===== config.mk =====
export PLATFORM = sky130hd
export DESIGN_NAME = pibus_top
export DESIGN_NICKNAME = d
export VERILOG_FILES = /design/src/verilog/pibus_pkg.sv /design/src/verilog/pibus_top.sv /design/src/verilog/pibus_slave.sv /design/src/verilog/pibus_mux.sv /design/src/verilog/bus_cont.sv
export SDC_FILE = /design/constraint.sdc
export NUM_CORES = 1
export LEC_CHECK = 0
export ABC_AREA = 1
export ABC_CLOCK_PERIOD_IN_PS = 3500
export CAP_MARGIN = 20
export CORE_MARGIN = 3
export CORE_UTILIZATION = 43
export DETAILED_ROUTE_END_ITERATION = 8
export DONT_BUFFER_PORTS = 1
export PLACE_DENSITY = 0.69
export SLEW_MARGIN = 20
export SYNTH_ARGS = -nofsm -noshare
export SYNTH_HDL_FRONTEND = slang
export SYNTH_SLANG_ARGS = --single-unit

===== constraint.sdc =====
create_clock -name clk -period 3.5 [get_ports clk]
set_clock_uncertainty 0.15 [all_clocks]
set_input_delay 0.175 -clock clk [delete_from_list [all_inputs] [get_ports clk]]
set_output_delay 0.175 -clock clk [all_outputs]
set_load 0.005 [all_outputs]

===== src/verilog/pibus_pkg.sv =====
package pibus_pkg;

   localparam int addr_w = 30;
   localparam int opc_w  = 4;
   localparam int data_w = 32;

   // word address, bit 0 is the msb
   typedef logic [0:addr_w-1] addr_t;
   typedef logic [0:opc_w-1]  opc_t;   // zero is NOP
   typedef logic [data_w-1:0] data_t;

   typedef enum logic [1:0] {
      ACK_NONE,
      ACK_WAT,
      ACK_RDY,
      ACK_ERR
   } ack_t;

   typedef enum logic [2:0] {
      BUS_IDLE,
      BUS_REQ,
      BUS_ADDR,
      BUS_ADDRDATA,
      BUS_DATA
   } bus_state_t;

   localparam opc_t OPC_WRITE = 4'h1;
   localparam opc_t OPC_LIMIT = 4'h8;   // illegal from here up

endpackage

===== src/verilog/pibus_top.sv =====
`timescale 1ns/1ns

module pibus_top #(
   parameter int tout_limit  = 255,
   parameter int wait_states = 2,
   parameter int mem_words   = 16
) (
   input  logic              clk,
   input  logic              rst,
   input  logic              req_0,
   input  logic              req_1,
   input  pibus_pkg::addr_t  a_0,
   input  pibus_pkg::addr_t  a_1,
   input  pibus_pkg::opc_t   opc_0,
   input  pibus_pkg::opc_t   opc_1,
   input  logic              lock_0,
   input  logic              lock_1,
   input  pibus_pkg::data_t  wdata_0,
   input  pibus_pkg::data_t  wdata_1,
   output logic              gnt_0,
   output logic              gnt_1,
   output pibus_pkg::ack_t   ack,
   output pibus_pkg::data_t  rdata,
   output logic              tout
);
   import pibus_pkg::*;

   addr_t a;       // owner's fields on the shared bus
   opc_t  opc;
   logic  lock;
   data_t wdata;
   logic  sel;

   bus_cont #(
      .tout_limit (tout_limit)
   ) bus_cont_i (
      .clk   (clk),
      .rst   (rst),
      .req_0 (req_0),
      .req_1 (req_1),
      .a     (a),
      .opc   (opc),
      .lock  (lock),
      .ack   (ack),
      .gnt_0 (gnt_0),
      .gnt_1 (gnt_1),
      .sel   (sel),
      .tout  (tout)
   );

   pibus_mux pibus_mux_i (
      .clk     (clk),
      .rst     (rst),
      .gnt_0   (gnt_0),
      .gnt_1   (gnt_1),
      .a_0     (a_0),
      .a_1     (a_1),
      .opc_0   (opc_0),
      .opc_1   (opc_1),
      .lock_0  (lock_0),
      .lock_1  (lock_1),
      .wdata_0 (wdata_0),
      .wdata_1 (wdata_1),
      .a       (a),
      .opc     (opc),
      .lock    (lock),
      .wdata   (wdata)
   );

   pibus_slave #(
      .wait_states (wait_states),
      .mem_words   (mem_words)
   ) pibus_slave_i (
      .clk   (clk),
      .rst   (rst),
      .sel   (sel),
      .a     (a),
      .opc   (opc),
      .wdata (wdata),
      .ack   (ack),
      .rdata (rdata)
   );

endmodule


===== src/verilog/pibus_slave.sv =====
`timescale 1ns/1ns

module pibus_slave #(
   parameter int wait_states = 2,
   parameter int mem_words   = 16
) (
   input  logic              clk,
   input  logic              rst,
   input  logic              sel,
   input  pibus_pkg::addr_t  a,
   input  pibus_pkg::opc_t   opc,
   input  pibus_pkg::data_t  wdata,
   output pibus_pkg::ack_t   ack,
   output pibus_pkg::data_t  rdata
);
   import pibus_pkg::*;

   localparam int idx_w  = (mem_words > 1) ? $clog2(mem_words) : 1;
   localparam int wcnt_w = (wait_states > 0) ? $clog2(wait_states + 1) : 1;

   data_t             mem [mem_words];
   addr_t             cap_a;
   opc_t              cap_opc;
   data_t             cap_wdata;
   logic              busy;
   logic              err_q;
   logic              done;
   logic [wcnt_w-1:0] wait_cnt;
   logic [idx_w-1:0]  idx;

   assign done = busy && (wait_cnt == wcnt_w'(wait_states));
   assign idx  = idx_w'(cap_a % addr_t'(mem_words));   // wraps onto memory

   always_ff @(posedge clk)
   begin
      if (rst)
      begin
         busy     <= 1'b0;
         err_q    <= 1'b0;
         wait_cnt <= '0;
      end
      else
      begin
         err_q <= 1'b0;
         if (done)
            busy <= 1'b0;
         else if (busy)
            wait_cnt <= wait_cnt + 1'b1;
         else if (sel)
         begin
            if (opc >= OPC_LIMIT)
               err_q <= 1'b1;        // reject, memory untouched
            else
            begin
               busy     <= 1'b1;
               wait_cnt <= '0;
            end
         end
      end
   end

   always_ff @(posedge clk)
   begin
      if (sel && !busy)
      begin
         cap_a     <= a;
         cap_opc   <= opc;
         cap_wdata <= wdata;
      end
   end

   always_ff @(posedge clk)
   begin
      if (done && (cap_opc == OPC_WRITE))
         mem[idx] <= cap_wdata;
   end

   always_comb
   begin
      if (done)
         ack = ACK_RDY;
      else if (busy)
         ack = ACK_WAT;
      else if (err_q)
         ack = ACK_ERR;
      else
         ack = ACK_NONE;
   end

   // read data only in the ready cycle
   assign rdata = (done && (cap_opc != OPC_WRITE)) ? mem[idx] : '0;

endmodule


===== src/verilog/pibus_mux.sv =====
`timescale 1ns/1ns

module pibus_mux (
   input  logic              clk,
   input  logic              rst,
   input  logic              gnt_0,
   input  logic              gnt_1,
   input  pibus_pkg::addr_t  a_0,
   input  pibus_pkg::addr_t  a_1,
   input  pibus_pkg::opc_t   opc_0,
   input  pibus_pkg::opc_t   opc_1,
   input  logic              lock_0,
   input  logic              lock_1,
   input  pibus_pkg::data_t  wdata_0,
   input  pibus_pkg::data_t  wdata_1,
   output pibus_pkg::addr_t  a,
   output pibus_pkg::opc_t   opc,
   output logic              lock,
   output pibus_pkg::data_t  wdata
);

   logic owner;      // 1 when master 1 holds the bus
   logic granted;    // any grant seen since reset

   always_ff @(posedge clk)
   begin
      if (rst)
      begin
         owner   <= 1'b0;
         granted <= 1'b0;
      end
      else if (gnt_0 || gnt_1)
      begin
         owner   <= gnt_1;
         granted <= 1'b1;
      end
   end

   always_comb
   begin
      a     = owner ? a_1 : a_0;
      wdata = owner ? wdata_1 : wdata_0;
      if (granted)
      begin
         opc  = owner ? opc_1 : opc_0;
         lock = owner ? lock_1 : lock_0;
      end
      else
      begin
         opc  = '0;         // idle bus carries NOP
         lock = 1'b0;
      end
   end

endmodule


===== src/verilog/bus_cont.sv =====
`timescale 1ns/1ns

module bus_cont #(
   parameter int tout_limit = 255
) (
   input  logic              clk,
   input  logic              rst,
   input  logic              req_0,
   input  logic              req_1,
   input  pibus_pkg::addr_t  a,
   input  pibus_pkg::opc_t   opc,
   input  logic              lock,
   input  pibus_pkg::ack_t   ack,
   output logic              gnt_0,
   output logic              gnt_1,
   output logic              sel,
   output logic              tout
);
   import pibus_pkg::*;

   localparam int cnt_w = $clog2(tout_limit + 1);

   bus_state_t       state;
   bus_state_t       state_n;
   logic             gnt_0_n;
   logic             gnt_1_n;
   logic             tie_1;        // master 1 wins the next tie
   logic             tie_1_n;
   logic             select_reg;
   logic             select_n;
   logic             tout_n;
   logic [cnt_w-1:0] tout_cnt;
   logic             in_data;
   logic             tout_hit;
   logic             rearb;        // hand the bus on or go idle

   assign in_data  = (state == BUS_ADDRDATA) || (state == BUS_DATA);
   assign tout_hit = in_data && (tout_cnt == cnt_w'(tout_limit - 1));

   // slave decode: top two address bits set
   assign sel = select_reg && a[0] && a[1];

   always_comb
   begin
      state_n  = state;
      gnt_0_n  = 1'b0;
      gnt_1_n  = 1'b0;
      tie_1_n  = tie_1;
      select_n = 1'b0;
      tout_n   = 1'b0;
      rearb    = 1'b0;

      case (state)
         BUS_IDLE:
         begin
            rearb = 1'b1;
         end
         BUS_REQ:
         begin
            state_n = BUS_ADDR;   // new owner drives its fields now
         end
         BUS_ADDR:
         begin
            if (opc == '0)
            begin
               if (!lock)
                  rearb = 1'b1;      // tenure over
            end
            else
            begin
               select_n = 1'b1;
               state_n  = lock ? BUS_ADDRDATA : BUS_DATA;
            end
         end
         BUS_ADDRDATA,
         BUS_DATA:
         begin
            if (tout_hit || (ack == ACK_ERR))
            begin
               tout_n  = 1'b1;
               state_n = BUS_IDLE;
            end
            else if (ack == ACK_RDY)
            begin
               if (state == BUS_ADDRDATA)
                  state_n = BUS_ADDR;   // locked, owner keeps the bus
               else
                  rearb = 1'b1;
            end
         end
         default:
         begin
            state_n = BUS_IDLE;
         end
      endcase

      // one arbitration point for every state that releases the bus
      if (rearb)
      begin
         if (req_0 || req_1)
         begin
            gnt_0_n = req_0 && (!req_1 || !tie_1);
            gnt_1_n = req_1 && (!req_0 || tie_1);
            tie_1_n = gnt_0_n;     // other master wins next tie
            state_n = BUS_REQ;
         end
         else
         begin
            state_n = BUS_IDLE;
         end
      end
   end

   always_ff @(posedge clk)
   begin
      if (rst)
      begin
         state      <= BUS_IDLE;
         gnt_0      <= 1'b0;
         gnt_1      <= 1'b0;
         tie_1      <= 1'b0;
         select_reg <= 1'b0;
         tout       <= 1'b0;
      end
      else
      begin
         state      <= state_n;
         gnt_0      <= gnt_0_n;    // one-cycle pulse
         gnt_1      <= gnt_1_n;
         tie_1      <= tie_1_n;
         select_reg <= select_n;
         tout       <= tout_n;
      end
   end

   // counts data-phase cycles only
   always_ff @(posedge clk)
   begin
      if (rst || !in_data)
         tout_cnt <= '0;
      else
         tout_cnt <= tout_cnt + 1'b1;
   end

endmodule


Word level (Yosys, flattened, before mapping)
Memories as Yosys holds them, arrays and structs flattened. A register that Yosys moved wholly into a read port is not among the register bits.
Index checks and enable logic that the tools add are counted.
{ "totals": {"regBits": 62, "latchBits": 0, "ramBits": 512, "romBits": 0, "inputBits": 138, "out_inout_bits": 37, "elab_cells": 109, "n_memories": 1} }
{ "op_classes": {"add_sub_neg": 2, "mul": 0, "div_mod_pow": 0, "order_cmp": 1, "eq_ne": 15, "shift": 0, "n_mux": 36, "bitwise": 6, "reduce_logical": 33} }
{ "mem_list": {"columns": ["memory", "words", "width", "rd", "rd_ports_with_merged_regs", "wr", "line_no", "text"], "rows": [
  ["pibus_slave_i.mem", 16, 32, 1, 1, 1, "pibus_slave.sv:21", "data_t mem [mem_words];"]
]} }
{ "op_table": {"columns": ["cell", "count"], "rows": [
  ["32-bit two-way mux", 2],
  ["30-bit two-way mux", 1],
  ["3-bit two-way mux", 6],
  ["1-bit two-way mux", 16],
  ["2-bit two-way mux", 6],
  ["4-bit two-way mux", 3],
  ["4-bit by 1-bit != test with 1-bit output, second input constant", 3],
  ["3-bit case mux with 4 select lines", 1],
  ["1-bit logical AND", 9],
  ["8-bit by 1-bit adder with 8-bit output, second input constant", 1],
  ["8-bit equality test, second input constant", 1],
  ["2-bit OR reduction", 4],
  ["1-bit logical OR", 7],
  ["2-bit equality test, second input constant", 3],
  ["3-bit by 2-bit equality test with 1-bit output, second input constant", 2],
  ["1-bit inverter", 6],
  ["1-bit logical NOT", 5],
  ["4-bit by 1-bit equality test with 1-bit output, second input constant", 1],
  ["4-bit >= comparator, second input constant", 1],
  ["4-bit logical NOT", 1],
  ["2-bit by 1-bit != test with 1-bit output, second input constant", 2],
  ["4-bit AND reduction", 1],
  ["4-bit OR reduction", 1],
  ["3-bit by 1-bit equality test with 1-bit output, second input constant", 1],
  ["9 further kinds", 9]
]} }

Depth between registers and ports, before layout
{ "depth": {"depth_word": 9, "mapped_depth": 12, "ltp_nobuf": 11} }

By module
From an unflattened synthesis, not the netlist that was laid out.
{ "unflattened": {"hier_cells": 2602, "area_unflattened_um2": 25672.1} }
{ "by_module_without_submodules": {"columns": ["mod", "n_inst", "cells_each", "area_per_inst_um2"], "rows": [
  ["pibus_slave", 1, 2269, 23936.7],
  ["pibus_mux", 1, 225, 935.9],
  ["bus_cont", 1, 108, 799.5]
]} }

Worst setup path after synthesis
OpenSTA, ideal clock, no wires.
{ "synth_timing": {"kind": "register -> register", "startpoint": "register pibus_slave_i.cap_opc[1]", "endpoint": "memory pibus_slave_i.mem[0][0] (netlist name) (enable)", "setup_ns": 0.421, "arrival_ns": 2.504, "required_time_ns": 2.929, "slack_ns": 0.425, "stages_incl_launch_ff": 6, "cell_sequence": "edfxtp_1 -> nor4_1 -> inv_1 -> nor2_1 -> nand3_1 -> nor2_1"} }
{ "synth_between": {"elab_chain_cells": 4} }
{ "synth_lines": {"columns": ["item", "line_no", "text"], "rows": [
  ["start, declared", "pibus_slave.sv:23", "opc_t cap_opc;"],
  ["start signal, assigned", "pibus_slave.sv:67", "cap_opc <= opc;"],
  ["4-bit by 1-bit equality test with 1-bit output", "pibus_slave.sv:74", "if (done && (cap_opc == OPC_WRITE))"],
  ["1-bit logical AND", "pibus_slave.sv:74", null],
  ["1-bit two-way mux", "pibus_slave.sv:74", null],
  ["1-bit two-way mux (not written as such)", "pibus_slave.sv:75", "mem[idx] <= cap_wdata;"],
  ["end, declared", "pibus_slave.sv:21", null]
]} }
Every way passes these cells.

Final worst setup path
{ "layout_timing": {"startpoint": "register pibus_mux_i.owner", "endpoint": "register bus_cont_i.tie_1"} }
{ "layout_between": {"elab_chain_cells": 6} }
{ "layout_lines": {"columns": ["item", "line_no", "text"], "rows": [
  ["start, declared", "pibus_mux.sv:22", "logic owner;"],
  ["start signal, assigned", "pibus_mux.sv:34", "owner <= gnt_1;"],
  ["4-bit two-way mux or 1-bit two-way mux (tied branches)", "pibus_mux.sv:45, pibus_mux.sv:46", null],
  ["4-bit two-way mux or 1-bit two-way mux (tied branches)", "pibus_mux.sv:43", "if (granted)"],
  ["4-bit logical NOT or 1-bit two-way mux (tied branches)", "bus_cont.sv:64, bus_cont.sv:66", null],
  ["1-bit two-way mux *", "bus_cont.sv:64", "if (opc == '0)"],
  ["1-bit case mux with 3 select lines *", "bus_cont.sv:53", "case (state)"],
  ["2-bit AND reduction (no source line) *", null, null],
  ["end signal, assigned", "bus_cont.sv:130", "tie_1 <= tie_1_n;"],
  ["end, declared", "bus_cont.sv:27", "logic tie_1;"]
]} }
Every way passes the cells marked *; elsewhere a longest branch is shown, timed or not.
A chain may end at the register's enable or synchronous reset.

==> results.txt <==
CTS root buffer - clkbuf_16
Ports - 175
Via count - 14,780
Min-delay worst type - input pin to flop
First-pass GRT wire length - 83.28 mm
Slew margin rel. - 0.5129
Reg2Reg Setup Slack - 0.23 ns
Largest Register - pibus_slave_i.mem
Slowest CP cell - dlygate4sd3_1
Max FO, Critical Path - 23
Seq/Total Area, Yosys - 0.7433
CTS sink cnt - 578
CTS tree - built
Clock transition at path regs - 0.06 ns
Core Area - 52,760 um2
IO Port Bufs - 0
Global route overflow - 0
Vias per inst - 5.596
Final Hold Violating Endpoints - 0
Setup CP Type - flop to flop
Max reg flops - 512
Max Clk Rate - 305.7 MHz
Crit end category - flop
RSZ-0062 raised after global routing - no
Post-CTS Setup Repair Bufs - 0
Pin count of the biggest net entering global routing - 129
Starting Density - 0.4359
Critical path arrival - 3.58 ns
Die area - 56,300 um2
Placed insts - 2,448
First-iteration detailed-routing DRC count - 1,409
Initial antenna violation count - 1
Layout cell share with drive strength beyond 1 - 0.07941
Seq cells post-synth - 578
Drt wl/cell - 20.82 um
Max stage delay on crit path - 0.65 ns
Place WS - 0.6223 ns
Net count reported at finish - 2,048
Layout Cells excl Fill - 2,641
Number of synthesis warnings - 0
P&R area growth vs syn - 15.50%
Synthesized area - 23,000 um2
Setup TNS - 0 ns
Max Slew Vio Count - 0
First drt pass iteration count - 5
Chip Width - 237.3 um
Peak VDD IR - 0.3481 mV
Crit path launch type - flop
Max-Cap Viols - 0
Most common cell after layout, fill and taps aside - edfxtp_1
Most frequent CP cell - nand2_1
Final period util - 0.9346
Period minus WS final - 3.271 ns
LEAKAGE - 0.008688 uW
Die Height - 237.3 um
Maximum clock insertion buffer count - 3
Gr usage total - 0.1908
DRT antenna net count - 0
Status - finished, final reports clean
Top flop regs - pibus_slave_i.mem (512), pibus_slave_i.cap_wdata (32), bus_cont_i.tout_cnt (8)
Routed WL - 54.99 mm
Htree depth - 2
Drt drc - 0
Row count - 84
Most frequent cells in the layout - edfxtp_1 (552), nor2_1 (335), o21ai_0 (236)
# setup viols final - 0
Final setup margin - 0.2287 ns
Worst slew pin tran - 0.7306 ns
Post-synth net total - 1,965
Number of global-route vias before repair - 14,500
Req. time, crit path - 3.80 ns
Crit path cell chain - inv_4 -> buf_6 -> nand2_1 -> nand3_2 -> dlygate4sd3_1 -> nand2_1 -> nor2_1 -> nand2_1 -> nand3_1 -> nand2_1 -> nand2_1 -> a21oi_1 -> dlygate4sd3_1
PD cells - 498.8 nW/um2
Gp weighted congestion - 0.7973
Post-synthesis cell count - 1,824
Syn_area_per_cell - 12.61 um2
Clk_lat worst skew - 0.58 ns
HPWL after DPL - 30.88 mm
Post-synth cell types - 35
TritonCTS buffer count - 53
-- what timing repair did --
item | 4_1_cts | 5_1_grt
resized for setup | 0 | 4
hold endpoints to repair | 66 | 0
endpoints found under the setup margin | 0 | 2
hold buffers | 92 | 0
-- cell families after synthesis --
| logic type | Yosys count | synth area share |
|---|---|---|
| buf+inv | 161 | 0.03340 |
| xor+xnor | 2 | 0.0007617 |
| flops | 578 | 0.7433 |
| simple gates | 625 | 0.1072 |
| fa+ha+maj | 3 | 0.001632 |
| compound gates | 455 | 0.1137 |
-- synth_stat cells --
| master | count | area [um2] |
|---|---|---|
| edfxtp_1 | 552 | 16580 |
| a21oi_2 | 1 | 8.760 |
| o31ai_1 | 10 | 75.07 |
| a211oi_1 | 1 | 7.510 |
| and2_1 | 1 | 6.260 |
| nand3_2 | 1 | 10.01 |
| buf_8 | 1 | 15.01 |
| o21ai_1 | 33 | 165.2 |
| o22ai_1 | 51 | 319.1 |
| o221ai_1 | 37 | 324.1 |
| buf_4 | 15 | 112.6 |
| clkbuf_2 | 1 | 5.000 |
| o311ai_0 | 1 | 8.760 |
| or2_2 | 4 | 25.02 |
| inv_1 | 41 | 153.9 |
| inv_2 | 3 | 11.26 |
| nor3_1 | 5 | 25.02 |
| clkbuf_1 | 59 | 221.5 |
| dfxtp_1 | 26 | 520.5 |
| xnor2_1 | 1 | 8.760 |
| buf_6 | 8 | 90.09 |
| nand3_1 | 56 | 280.3 |
| a21oi_1 | 45 | 225.2 |
| nor2_2 | 1 | 6.260 |
| nor2_1 | 351 | 1318 |
| o21ai_0 | 236 | 1181 |
| ha_1 | 3 | 37.54 |
| buf_1 | 5 | 18.77 |
| nand2_1 | 199 | 747.0 |
| nand4_1 | 3 | 18.77 |
| xor2_1 | 1 | 8.760 |
| buf_2 | 28 | 140.1 |
| nor2_4 | 1 | 11.26 |
| o211ai_1 | 40 | 300.3 |
| nor4_1 | 3 | 18.77 |
-- per-layer routing --
layer | vias to the layer above | part of all wire | GRT usage
met5 | - | 0 | 0
met4 | 0 | 0.020 | 0.05199
met3 | 88 | 0.082 | 0.03980
met2 | 587 | 0.48 | 0.3169
met1 | 7278 | 0.41 | 0.2579
li1 | 6827 | - | -
-- critical path: cells and delay by family, from the launching register on --
| kind | cells | cell delay [ns] |
|---|---|---|
| buffers and inverters | 4 | 1.76 |
| AOI/OAI and AO/OA | 1 | 0.06 |
| and+or+nand+nor | 8 | 0.87 |
| DFF | 1 | 0.34 |
-- cell type report --
class | instances | area, um2
flip-flops and latches | 578 | 17110
fillers | 4390 | 26190
multi-input cells | 1085 | 5256
clock inverters | 25 | 192.7
inverters | 44 | 173.9
repair buffers | 145 | 1501
well taps | 688 | 860.8
diodes | 1 | 2.502
clock buffers | 75 | 1471
-- where the power goes --
| group | internal (uW) | switching (uW) | leakage, uW | total, uW |
|---|---|---|---|---|
| Combinational | 126 | 114 | 0.00270 | 240 |
| Clock | 3150 | 2380 | 0.000815 | 5530 |
| Sequential | 7470 | 8.56 | 0.00517 | 7480 |
| Total | 10700 | 2510 | 0.00869 | 13300 |
-- path summary, 6_finish.rpt --
kind,startpoint,endpoint,cells past startpoint
worst max register to register,pibus_mux_i.owner,bus_cont_i.tie_1,13
worst max-delay path,pibus_mux_i.owner,bus_cont_i.tie_1,13
worst min-delay path,lock_0,bus_cont_i.state[0],6
worst min register to register,bus_cont_i.tout_cnt[0],bus_cont_i.tout_cnt[0],1
-- metrics by stage --
step	utilization	cell area (um2)	power, uW	hold slack (ns)
floorplan	-	23000	7723	0.1561
global placement	0.4543	23970	7753	0.09335
detailed placement	0.4543	23970	7759	0.09457
CTS	0.5033	26550	13320	0.02127
global route	0.5035	26560	13620	0.07781
finish	0.5035	26570	13250	0.03634
Power figures use the tool's default switching activity.
